### src/include/vgaText_config.svh
`ifndef VGATEXT_CONFIG_SVH
`define VGATEXT_CONFIG_SVH

// ~~~~~~~~~~~~~~~~~~~~ Raster, 640x480 at 60 Hz
`define H_ACTIVE 640
`define H_FRONT 16
`define H_SYNC 96
`define H_TOTAL 800
`define V_ACTIVE 480
`define V_FRONT 10
`define V_SYNC 2
`define V_TOTAL 525

// ~~~~~~~~~~~~~~~~~~~~ Cells and prompt window
`define CELL_W 8                // Pixels per character cell
`define CELL_H 16               // Lines per cell, each glyph row shown twice
`define WIN_COLS 16
`define WIN_ROWS 8

`define RST_FG 12'hFF0          // Yellow text
`define RST_BG 12'h008          // Dark blue box
`define RST_ORIGIN_COL 32
`define RST_ORIGIN_ROW 10

`define PIPE_DEPTH 3            // Raster to pixel latency of the renderer

`endif

### src/verilog/vgaPkg.sv
package vgaPkg;

    // Only the glyphs the chest prompt needs
    typedef enum logic [6:0] {
        SPACE = 7'd0,
        A,
        I,
        K,
        N,
        O,
        R,
        S,
        T,
        W,
        Y,
        Z,
        C_1,
        NKL,                        // Left bracket
        NKR                         // Right bracket
    } charCode;

    typedef enum logic [1:0] {
        SET_FG,
        SET_BG,
        SET_ORIGIN,                 // data[11:7] row, data[6:0] column
        SET_ENABLE                  // data[0]
    } cfgOpcode;

    typedef struct packed {
        logic        valid;
        cfgOpcode    op;
        logic [11:0] data;
    } cfgWrite;

    typedef struct packed {
        logic [9:0] hCount;
        logic [9:0] vCount;
        logic       hSync;          // Active low
        logic       vSync;          // Active low
        logic       active;
    } rasterSync;

    typedef struct packed {
        logic [11:0] fg;
        logic [11:0] bg;
        logic [6:0]  originCol;     // In cells
        logic [4:0]  originRow;     // In cells
        logic        enable;
    } overlaySettings;

endpackage

### src/verilog/vgaTiming.sv
`include "vgaText_config.svh"

module vgaTiming (
    input  logic              clk,
    input  logic              rstN,
    output vgaPkg::rasterSync raster
);

    logic [9:0] hCount;
    logic [9:0] vCount;
    logic       lineEnd;
    logic       frameEnd;

    assign lineEnd  = (hCount == 10'(`H_TOTAL - 1));
    assign frameEnd = (vCount == 10'(`V_TOTAL - 1));

    always_ff @(posedge clk) begin
        if (!rstN) begin
            hCount <= '0;
            vCount <= '0;
        end else if (lineEnd) begin
            hCount <= '0;
            vCount <= frameEnd ? '0 : vCount + 10'd1;  // Line counter steps once per line
        end else begin
            hCount <= hCount + 10'd1;
        end
    end

    // Sync pulses sit after the front porch
    always_comb begin
        raster.hCount = hCount;
        raster.vCount = vCount;
        raster.hSync  = !((hCount >= `H_ACTIVE + `H_FRONT) &&
                          (hCount < `H_ACTIVE + `H_FRONT + `H_SYNC));
        raster.vSync  = !((vCount >= `V_ACTIVE + `V_FRONT) &&
                          (vCount < `V_ACTIVE + `V_FRONT + `V_SYNC));
        raster.active = (hCount < `H_ACTIVE) && (vCount < `V_ACTIVE);
    end

    countersInRange: assert property (
        @(posedge clk) disable iff (!rstN)
        (hCount < `H_TOTAL) && (vCount < `V_TOTAL)
    );

endmodule

### src/verilog/promptTextRom.sv
module promptTextRom (
    input  logic            clk,
    input  logic [7:0]      cellIndex,
    output vgaPkg::charCode code
);

    import vgaPkg::*;

    logic [3:0] row;
    logic [3:0] col;
    charCode    nextCode;

    assign row = cellIndex[7:4];                // Rows 8 and up lie outside the window
    assign col = cellIndex[3:0];

    always_comb begin
        case (row)
            4'd0: begin
                case (col)                      // Chest title
                    4'd1:    nextCode = S;
                    4'd2:    nextCode = K;
                    4'd3:    nextCode = R;
                    4'd4:    nextCode = Z;
                    4'd5:    nextCode = Y;
                    4'd6:    nextCode = N;
                    4'd7:    nextCode = I;
                    4'd8:    nextCode = A;
                    default: nextCode = SPACE;
                endcase
            end
            4'd6: begin
                case (col)                      // Key hint for opening the chest
                    4'd4:    nextCode = NKL;
                    4'd5:    nextCode = C_1;
                    4'd6:    nextCode = NKR;
                    4'd8:    nextCode = O;
                    4'd9:    nextCode = T;
                    4'd10:   nextCode = W;
                    4'd11:   nextCode = O;
                    4'd12:   nextCode = R;
                    4'd13:   nextCode = Z;
                    default: nextCode = SPACE;
                endcase
            end
            default: nextCode = SPACE;
        endcase
    end

    always_ff @(posedge clk) begin
        code <= nextCode;
    end

endmodule

### src/verilog/glyphRom.sv
module glyphRom (
    input  logic            clk,
    input  vgaPkg::charCode code,
    input  logic [2:0]      glyphRow,
    output logic [7:0]      bits
);

    import vgaPkg::*;

    logic [0:7][7:0] glyph;                     // Entry 0 is the top row, bit 7 the left pixel

    always_comb begin
        case (code)
            A:   glyph = {8'b00000000, 8'b00011000,
                          8'b00111100, 8'b01100110,
                          8'b01100110, 8'b01111110,
                          8'b01100110, 8'b00000000};
            I:   glyph = {8'b00000000, 8'b00111100,
                          8'b00011000, 8'b00011000,
                          8'b00011000, 8'b00011000,
                          8'b00111100, 8'b00000000};
            K:   glyph = {8'b00000000, 8'b01100110,
                          8'b01101100, 8'b01111000,
                          8'b01111000, 8'b01101100,
                          8'b01100110, 8'b00000000};
            N:   glyph = {8'b00000000, 8'b01100110,
                          8'b01110110, 8'b01111110,
                          8'b01111110, 8'b01101110,
                          8'b01100110, 8'b00000000};
            O:   glyph = {8'b00000000, 8'b00111100,
                          8'b01100110, 8'b01100110,
                          8'b01100110, 8'b01100110,
                          8'b00111100, 8'b00000000};
            R:   glyph = {8'b00000000, 8'b01111100,
                          8'b01100110, 8'b01100110,
                          8'b01111100, 8'b01101100,
                          8'b01100110, 8'b00000000};
            S:   glyph = {8'b00000000, 8'b00111110,
                          8'b01100000, 8'b00111100,
                          8'b00000110, 8'b00000110,
                          8'b01111100, 8'b00000000};
            T:   glyph = {8'b00000000, 8'b01111110,
                          8'b00011000, 8'b00011000,
                          8'b00011000, 8'b00011000,
                          8'b00011000, 8'b00000000};
            W:   glyph = {8'b00000000, 8'b01100011,
                          8'b01100011, 8'b01101011,
                          8'b01111111, 8'b01110111,
                          8'b01100011, 8'b00000000};
            Y:   glyph = {8'b00000000, 8'b01100110,
                          8'b01100110, 8'b00111100,
                          8'b00011000, 8'b00011000,
                          8'b00011000, 8'b00000000};
            Z:   glyph = {8'b00000000, 8'b01111110,
                          8'b00001100, 8'b00011000,
                          8'b00110000, 8'b01100000,
                          8'b01111110, 8'b00000000};
            C_1: glyph = {8'b00000000, 8'b00011000,
                          8'b00111000, 8'b00011000,
                          8'b00011000, 8'b00011000,
                          8'b01111110, 8'b00000000};
            NKL: glyph = {8'b00000000, 8'b00111100,
                          8'b00110000, 8'b00110000,
                          8'b00110000, 8'b00110000,
                          8'b00111100, 8'b00000000};
            NKR: glyph = {8'b00000000, 8'b00111100,
                          8'b00001100, 8'b00001100,
                          8'b00001100, 8'b00001100,
                          8'b00111100, 8'b00000000};
            default: glyph = '0;                // SPACE and any code without a bitmap
        endcase
    end

    always_ff @(posedge clk) begin
        bits <= glyph[glyphRow];
    end

endmodule

### src/verilog/overlayConfig.sv
`include "vgaText_config.svh"

module overlayConfig (
    input  logic                   clk,
    input  logic                   rstN,
    input  vgaPkg::cfgWrite        cfgIn,
    input  vgaPkg::rasterSync      raster,
    output vgaPkg::overlaySettings settings
);

    import vgaPkg::*;

    localparam int maxCol = `H_ACTIVE / `CELL_W - `WIN_COLS;
    localparam int maxRow = `V_ACTIVE / `CELL_H - `WIN_ROWS;

    localparam overlaySettings rstSettings = '{
        fg:        12'(`RST_FG),
        bg:        12'(`RST_BG),
        originCol: 7'(`RST_ORIGIN_COL),
        originRow: 5'(`RST_ORIGIN_ROW),
        enable:    1'b1
    };

    overlaySettings pending;
    logic           frameEnd;

    // Loading on the last raster cycle makes the new values visible from pixel (0,0)
    assign frameEnd = (raster.hCount == 10'(`H_TOTAL - 1)) &&
                      (raster.vCount == 10'(`V_TOTAL - 1));

    always_ff @(posedge clk) begin
        if (!rstN) begin
            pending  <= rstSettings;
            settings <= rstSettings;
        end else begin
            if (cfgIn.valid) begin
                case (cfgIn.op)
                    SET_FG:     pending.fg <= cfgIn.data;
                    SET_BG:     pending.bg <= cfgIn.data;
                    SET_ORIGIN: begin
                        pending.originRow <= cfgIn.data[11:7];
                        pending.originCol <= cfgIn.data[6:0];
                    end
                    SET_ENABLE: pending.enable <= cfgIn.data[0];
                    default:    pending <= pending;
                endcase
            end
            if (frameEnd)
                settings <= pending;   // Whole frame is drawn with one set of values
        end
    end

    windowOnScreen: assert property (
        @(posedge clk) disable iff (!rstN)
        (settings.originCol <= maxCol) && (settings.originRow <= maxRow)
    );

endmodule

### src/verilog/textRenderer.sv
`include "vgaText_config.svh"

module textRenderer (
    input  logic                   clk,
    input  logic                   rstN,
    input  vgaPkg::rasterSync      raster,
    input  vgaPkg::overlaySettings settings,
    output logic                   hSync,
    output logic                   vSync,
    output logic [11:0]            rgb
);

    import vgaPkg::*;

    localparam int winWidth  = `WIN_COLS * `CELL_W;
    localparam int winHeight = `WIN_ROWS * `CELL_H;

    typedef struct packed {
        logic hSync;
        logic vSync;
        logic active;
        logic inWin;
    } pixelFlags;

    localparam pixelFlags idleFlags = '{hSync: 1'b1, vSync: 1'b1, active: 1'b0, inWin: 1'b0};

    logic [9:0] winLeft;
    logic [9:0] winTop;
    logic [9:0] relX;
    logic [9:0] relY;
    logic [7:0] cellIndex;
    charCode    code;
    pixelFlags  flags0;
    pixelFlags  flags1;
    pixelFlags  flags2;
    logic [2:0] glyphRow1;
    logic [2:0] pixCol1;
    logic [2:0] pixCol2;
    logic [7:0] glyphBits;

    // ~~~~~~~~~~~~~~~~~~~~ Stage 1
    assign winLeft   = 10'(settings.originCol * `CELL_W);
    assign winTop    = 10'(settings.originRow * `CELL_H);
    assign relX      = raster.hCount - winLeft;
    assign relY      = raster.vCount - winTop;
    assign cellIndex = {1'b0, relY[6:4], relX[6:3]};   // Row times 16 plus column

    always_comb begin
        flags0.hSync  = raster.hSync;
        flags0.vSync  = raster.vSync;
        flags0.active = raster.active;
        flags0.inWin  = settings.enable && raster.active &&
                        (raster.hCount >= winLeft) && (relX < winWidth) &&
                        (raster.vCount >= winTop) && (relY < winHeight);
    end

    promptTextRom textRom0 (.clk(clk), .cellIndex(cellIndex), .code(code));

    // ~~~~~~~~~~~~~~~~~~~~ Stage 2
    glyphRom glyphRom0 (.clk(clk), .code(code), .glyphRow(glyphRow1), .bits(glyphBits));

    always_ff @(posedge clk) begin
        glyphRow1 <= relY[3:1];                         // Each glyph row covers two lines
        pixCol1   <= relX[2:0];
        pixCol2   <= pixCol1;
    end

    // ~~~~~~~~~~~~~~~~~~~~ Stage 3
    always_ff @(posedge clk) begin
        if (!rstN) begin
            flags1 <= idleFlags;
            flags2 <= idleFlags;
            hSync  <= 1'b1;
            vSync  <= 1'b1;
            rgb    <= '0;
        end else begin
            flags1 <= flags0;
            flags2 <= flags1;
            hSync  <= flags2.hSync;
            vSync  <= flags2.vSync;
            if (!flags2.inWin)
                rgb <= '0;
            else
                rgb <= glyphBits[3'd7 - pixCol2] ? settings.fg : settings.bg;
        end
    end

    blankIsBlack: assert property (
        @(posedge clk) disable iff (!rstN)
        !$past(flags2.active) |-> (rgb == '0)
    );

endmodule

### src/verilog/textOverlayTop.sv
module textOverlayTop (
    input  logic            clk,
    input  logic            rstN,
    input  vgaPkg::cfgWrite cfgIn,
    output logic            hSync,
    output logic            vSync,
    output logic [11:0]     rgb
);

    import vgaPkg::*;

    rasterSync      raster;
    overlaySettings settings;

    vgaTiming timing0 (
        .clk    (clk),
        .rstN   (rstN),
        .raster (raster)
    );

    overlayConfig config0 (
        .clk      (clk),
        .rstN     (rstN),
        .cfgIn    (cfgIn),
        .raster   (raster),
        .settings (settings)
    );

    // Outputs trail the raster counters by three cycles
    textRenderer renderer0 (
        .clk      (clk),
        .rstN     (rstN),
        .raster   (raster),
        .settings (settings),
        .hSync    (hSync),
        .vSync    (vSync),
        .rgb      (rgb)
    );

endmodule

### config.mk
export PLATFORM = sky130hd
export DESIGN_NAME = textOverlayTop
export DESIGN_NICKNAME = d
export VERILOG_FILES = /design/src/verilog/vgaPkg.sv /design/src/verilog/vgaTiming.sv /design/src/verilog/promptTextRom.sv /design/src/verilog/glyphRom.sv /design/src/verilog/overlayConfig.sv /design/src/verilog/textRenderer.sv /design/src/verilog/textOverlayTop.sv
export VERILOG_INCLUDE_DIRS = /design/src /design/src/include
export SDC_FILE = /design/constraint.sdc
export NUM_CORES = 1
export LEC_CHECK = 0
export BUFFER_PORTS_ARGS = -buffer_cell sky130_fd_sc_hd__buf_2
export CAP_MARGIN = 20
export CORE_MARGIN = 8
export CORE_UTILIZATION = 45
export CTS_BUF_LIST = sky130_fd_sc_hd__clkbuf_8
export DETAILED_ROUTE_END_ITERATION = 10
export SKIP_LAST_GASP = 1
export SLEW_MARGIN = 20
export SYNTH_ARGS = -nofsm -noshare
export SYNTH_HDL_FRONTEND = slang
export SYNTH_SLANG_ARGS = --single-unit
### constraint.sdc
create_clock -name clk -period 3.21 [get_ports clk]
set_clock_uncertainty 0.2 [all_clocks]
set_input_delay 0.4815 -clock clk [delete_from_list [all_inputs] [get_ports clk]]
set_output_delay 0.4815 -clock clk [all_outputs]
set_load 0.02 [all_outputs]
Yosys cells after proc, flatten, opt, wreduce, memory -nomap -nowiden:

Memory sizes are Yosys's and may differ from the RTL's. A register that Yosys moved wholly into a read port is not among the register bits.
Index checks and enable logic that the tools add are counted.

* bits in registers: 138
* ROM bits: 800
* input bits: 17
* output and inout bits: 14
* logic and storage cells: 83
* memories kept: 3

* $add $sub $neg: 5
* $lt $le $gt $ge: 12
* eq/ne operators: 6
* multiplexer cells: 9
* bitwise gates (word level): 2
* reduce and logical (&&, ||, !) cells: 20

Memory list
* (name not given): depth 16, bits a word 42, read ports 1, clocked after memory_dff 1, write ports 0, RTL line glyphRom.sv:13 `case (code)`
* (name not given): depth 16, bits a word 4, read ports 1, clocked after memory_dff 0, write ports 0, RTL line promptTextRom.sv:19 `case (col)`
* (name not given): depth 16, bits a word 4, read ports 1, clocked after memory_dff 0, write ports 0, RTL line promptTextRom.sv:32 `case (col)`

Operators with widths (number)
* 64-bit 2-to-1 mux: 1
* 8-bit binary-select mux with 3-bit select: 1
* 10-bit by 1-bit adder with 10-bit output, second input constant: 2
* 10-bit equality test, second input constant: 2
* 10-bit < comparator, second input constant: 2
* 10-bit by 8-bit < comparator with 1-bit output, second input constant: 2
* 10-bit by 9-bit < comparator with 1-bit output, second input constant: 2
* 8-bit 2-to-1 mux: 2
* 7-bit case mux with 2 select lines: 1
* 12-bit 2-to-1 mux: 1
* 10-bit >= comparator: 1
* 10-bit >= comparator, second input constant: 1
* 10-bit by 9-bit >= comparator with 1-bit output: 1
* 10-bit by 9-bit >= comparator with 1-bit output, second input constant: 1
* 10-bit 2-to-1 mux: 1
* 2-bit AND reduction: 5
* 10-bit subtractor: 1
* 10-bit by 9-bit subtractor with 10-bit output: 1
* 1-bit logical AND: 9
* 2-bit equality test, second input constant: 2
* 4-bit >= comparator, second input constant: 1
* 4-bit zero test: 1
* 3-bit by 4-bit < comparator with 1-bit output, second input constant: 1
* 3-bit NOT with 4-bit output: 1
* 10 further kinds: 11

Depth between registers and ports, before layout:

* depth in word-level cells: 7
* depth in mapped cells: 15
* depth with buffers taken out: 13

By module:

From an unflattened synthesis, not the netlist that was laid out.

* cells, all modules: 803
* area, all modules: 7048.0 um^2

By module, submodules not included
* overlayConfig: times used 1, cells each 333, area an instance 2972.9 um^2, sequential area each 1481.4 um^2
* textRenderer: times used 1, cells each 144, area an instance 1441.4 um^2, sequential area each 580.6 um^2
* glyphRom: times used 1, cells each 163, area an instance 1202.4 um^2, sequential area each 140.1 um^2
* vgaTiming: times used 1, cells each 114, area an instance 1008.5 um^2, sequential area each 400.4 um^2
* promptTextRom: times used 1, cells each 49, area an instance 422.9 um^2, sequential area each 80.1 um^2

Worst setup path after synthesis:

Ideal clock, no wire load.

* kind: register -> register
* from: reg timing0.hCount[3]
* to: reg renderer0.glyphRom0.glyph[20] (netlist name)
* library setup time: 116 ps
* arrival time: 3181 ps
* data required time: 2894 ps
* setup slack: -287 ps
* cell stages (with the launch flop): 15
* path buffers: 2
* period minus slack after synthesis: 3497 ps
* cell sequence: dfxtp_1 > inv_1 > ha_1 > inv_1 > fa_1 > clkbuf_1 > nor2b_1 > nand2_1 > nor3_1 > a2111oi_2 > nand4_1 > buf_2 > ha_1 > nand2b_1 > a31o_2

RTL lines
* start, declared: RTL line vgaTiming.sv:9 `logic [9:0] hCount;`
* start signal, assigned: RTL line vgaTiming.sv:25 `hCount <= hCount + 10'd1;`

==> impl_metrics.py <==
metrics = {
    "placed_design": {
        "dpl_worst_slack_ns": 0.0402,
        "port_buffers": 30,
        "place_area_sq_um": 7470,
        "gp_congestion": 0.881,
        "hpwl_um": 11400,
    },
    "clock_network": {
        "numCtsBuffers": 17,
        "cts_max_level": 4,
        "clkTransAtPathRegs_ns": 0.09,
        "cts.sink_count": 162,
        "clk_latency_ns": 0.44,
        "cts_buffer_depth": 2,
        "cts_tree": "built",
        "cts-root-buf": "clkbuf_8",
    },
    "sta": {
        "min_period_ns": 3.15,
        "timing.hold.ws_ns": 0.101,
        "drv_slew": 0,
        "fin_crit_sh_pct": 98.1,
        "setup_viol_count_final": 0,
        "tightest_slew_ns": 0.927,
        "max_freq_mhz": 318,
        "rsz0062_at_grt": "yes",
        "final.setup.worst_slack_ns": 0.0611,
        "hold_viol": 0,
        "maxSlewHeadroom_pct": 38.0,
    },
    "worst_setup_path": {
        "startpoint": "timing0.hCount[3]$_SDFF_PP0_",
        "critPathArrivalTime_ns": 3.29,
        "cp-end-kind": "flip-flop",
        "path_max_fanout": 7,
        "r2r-start": "timing0.hCount[3]$_SDFF_PP0_",
        "start_kind": "flip-flop",
        "crit_required_ns": 3.35,
        "setup.worst_path.class": "flip-flop to flip-flop",
    },
    "grt": {
        "grt_pass1_wl_um": 26400,
        "grt-ovfl-total": 0,
        "grt_max_degree": 41,
        "grt_pass1_vias": 5296,
        "grt_antenna_before_repair": 0,
        "grtUsageTotal_pct": 16.5,
    },
    "detailed_routing": {
        "totalWireLength_um": 16200,
        "drc_errors": 0,
        "drtPass1Iterations": 5,
        "drt-initial-drc-count": 473,
        "avgViaCountPerCell": 5.34,
        "ant_nets": 0,
        "via_count": 5598,
        "avgRoutedWirePerCell_um": 15.5,
    },
    "logic_synthesis": {
        "synthCells": 799,
        "synth_nets": 844,
        "synth_compound_area_share_pct": 14.7,
        "synth-seq-cells": 162,
        "async_reset_ff_share_pct": 0,
        "ys_warn_count": 0,
        "ys.flop_type": "dfxtp_1",
        "synth_edf_count": 0,
        "yosys.area_share.simple_pct": 23.0,
        "synth_seq_area_share_pct": 46.5,
        "netlist_area_sq_um": 6970,
        "syn_area_per_cell_sq_um": 8.72,
        "synth_xor_area_share_pct": 3.14,
        "synth_top_family_by_area": "simple AND/OR/NAND/NOR gates",
        "synth.area.mux_share_pct": 3.52,
        "synthAdderAreaFrac_pct": 5.14,
        "synth_cell_types": 74,
    },
    "layout": {
        "diodes": 0,
        "drive_gt1_share_pct": 16.7,
        "final_area_sq_um": 8020,
        "fillerInstances": 1370,
        "synthToLayoutAreaGrowth_pct": 15.1,
        "multi_input_area_sq_um": 3560,
        "num-nets-final": 893,
        "ff_latch_area_sq_um": 3250,
    },
    "floorplan": {
        "row_count": 45,
        "initial_core_util_pct": 46.0,
        "coreArea_sq_um": 15100,
        "die_height_um": 140,
        "die_w_um": 140,
        "die-area_sq_um": 19700,
        "ios": 31,
    },
    "min_path": {
        "hold_start": "cfgIn[11]",
        "hold_class": "input port to flip-flop",
    },
    "run": {
        "cap_violations": 0,
    },
    "pwr": {
        "power.density_nw_per_um2": 447,
        "leakagePower_nw": 3.25,
        "vdd_drop_max_uv": 367,
    },
    "outcome": {
        "outcome": "finished, final reports clean",
    },
}
critical path: stages, from the launching register on:
cell	delay [ns]
dfxtp_2	0.34
inv_2	0.07
ha_4	0.12
inv_2	0.03
fa_2	0.42
xnor2_2	0.18
or3_4	0.39
nor4_4	0.32
a2111oi_4	0.09
nand4_1	0.15
ha_1	0.34
nand2b_1	0.18
a31o_2	0.23
registers in the layout (all words and copies together) (netlist names):
| signal | flops |
|---|---|
| timing0.vCount | 10 |
| renderer0.flags2 | 3 |
| renderer0.rgb | 12 |
| renderer0.glyphRom0.glyph | 32 |
| renderer0.hSync | 1 |
| renderer0.pixCol2 | 3 |
| renderer0.pixCol1 | 3 |
| renderer0.flags1 | 3 |
| renderer0.glyphRom0.bits | 7 |
| timing0.hCount | 10 |
| config0.settings | 37 |
| renderer0.glyphRow1 | 3 |
| config0.pending | 37 |
| renderer0.vSync | 1 |
logic make-up (layout without fill, tap and decap cells):
kind of cell             after synthesis  after routing
flip-flops                           162            162
buffers and inverters                 67            129
AND/OR/NAND/NOR                      357            357
XOR/XNOR                              25             25
adder cells (fa/ha/maj)               28             28
AO/OA/AOI/OAI                        137            137
multiplexers                          23             23
final timing paths:
| kind | to | cells after the start | slack (ns) |
|---|---|---|---|
| min reg2reg | renderer0.pixCol2[2]$_DFF_P_ | 0 | 0.13 |
| min | config0.pending[36]$_SDFFE_PN1P_ | 3 | 0.10 |
| max | renderer0.glyphRom0.glyph[20]$_DFF_P_ | 12 | 0.06 |
| max reg2reg | renderer0.glyphRom0.glyph[20]$_DFF_P_ | 12 | 0.06 |
cells in the final DEF (no fill, tap or decap), drive strengths merged, types with 6 or more instances in the layout:
cell	netlist	final
a211oi	6	6
a21boi	48	48
a21oi	18	18
buf	10	71
clkbuf	31	20
clkinv	1	8
dfxtp	162	162
ha	27	27
inv	25	28
mux2i	20	20
nand2	187	187
nand2b	11	11
nand3	40	40
nand4	8	8
nor2	57	57
nor2b	8	8
nor3	16	16
o21ai	17	17
xnor2	11	11
xor2	14	14
metal layers:
metal,up-vias,part of all wire [%],global-route usage [%]
li1,2817,-,-
met1,2645,49,21.9
met2,117,45,25.8
met3,19,3.9,3.84
met4,0,1.8,5.66
met5,-,0,0
stage by stage:
step / setup TNS [ns] / std cells / total power [mW] / utilization, %
2_1_floorplan: -0.0437 / 799 / 2.17 / -
3_3_place_gp: 0 / 1010 / 2.21 / 49.3
3_5_place_dp: 0 / 1010 / 2.22 / 49.3
4_1_cts: 0 / 1042 / 3.61 / 51.8
5_1_grt: -0.424 / 1049 / 3.73 / 52.9
6_report: 0 / 1049 / 3.58 / 52.9
Yosys cell counts (all sizes together) (3+ instances only):
cell       n  area, sq um
inv       25         93.8
a31oi      3         25.0
or3        3         23.8
nor2b      8         50.1
a2bb2oi    4         41.3
nor2      57          214
dfxtp    162         3240
xor2      14          123
o211ai     3         22.5
a21oi     18         90.1
o21ai     17         88.8
clkbuf    31          116
mux2i     20          200
nor3      16         85.1
nand2b    11         68.8
a32oi      3         26.3
nand2    187          704
nand3     40          200
xnor2     11         96.3
a31o       3         26.3
a22oi      5         37.5
buf       10         67.6
a211oi     6         45.0
ha        27          338
nand4      8         50.1
o21a       3         22.5
and2       5         31.3
and4       3         26.3
a21boi    48          360
o22a       3         26.3
nor4       5         31.3
power by group:
group          leakage [nW]  internal, mW  total (mW)  switching [mW]
Clock                 0.199         0.675        1.41           0.737
Combinational          1.73        0.0464       0.118          0.0718
Sequential             1.31          2.04        2.05          0.0167
Total                  3.25          2.76        3.58           0.825
what timing repair did:
item | CTS | global route
setup endpoints to repair | 0 | 26
hold buffers | 0 | 0
setup buffers | 0 | 6
resized for setup | 0 | 28
final cells by class:
| class | instances | area share, % |
|---|---|---|
| multi-input cells | 570 | 44.4 |
| flip-flops and latches | 162 | 40.5 |
| repair buffers | 71 | 6.19 |
| clock buffers | 20 | 3.43 |
| well taps | 188 | 2.93 |
| clock inverters | 12 | 1.28 |
| inverters | 26 | 1.25 |
Note: power is estimated with default switching activity, not from simulation.
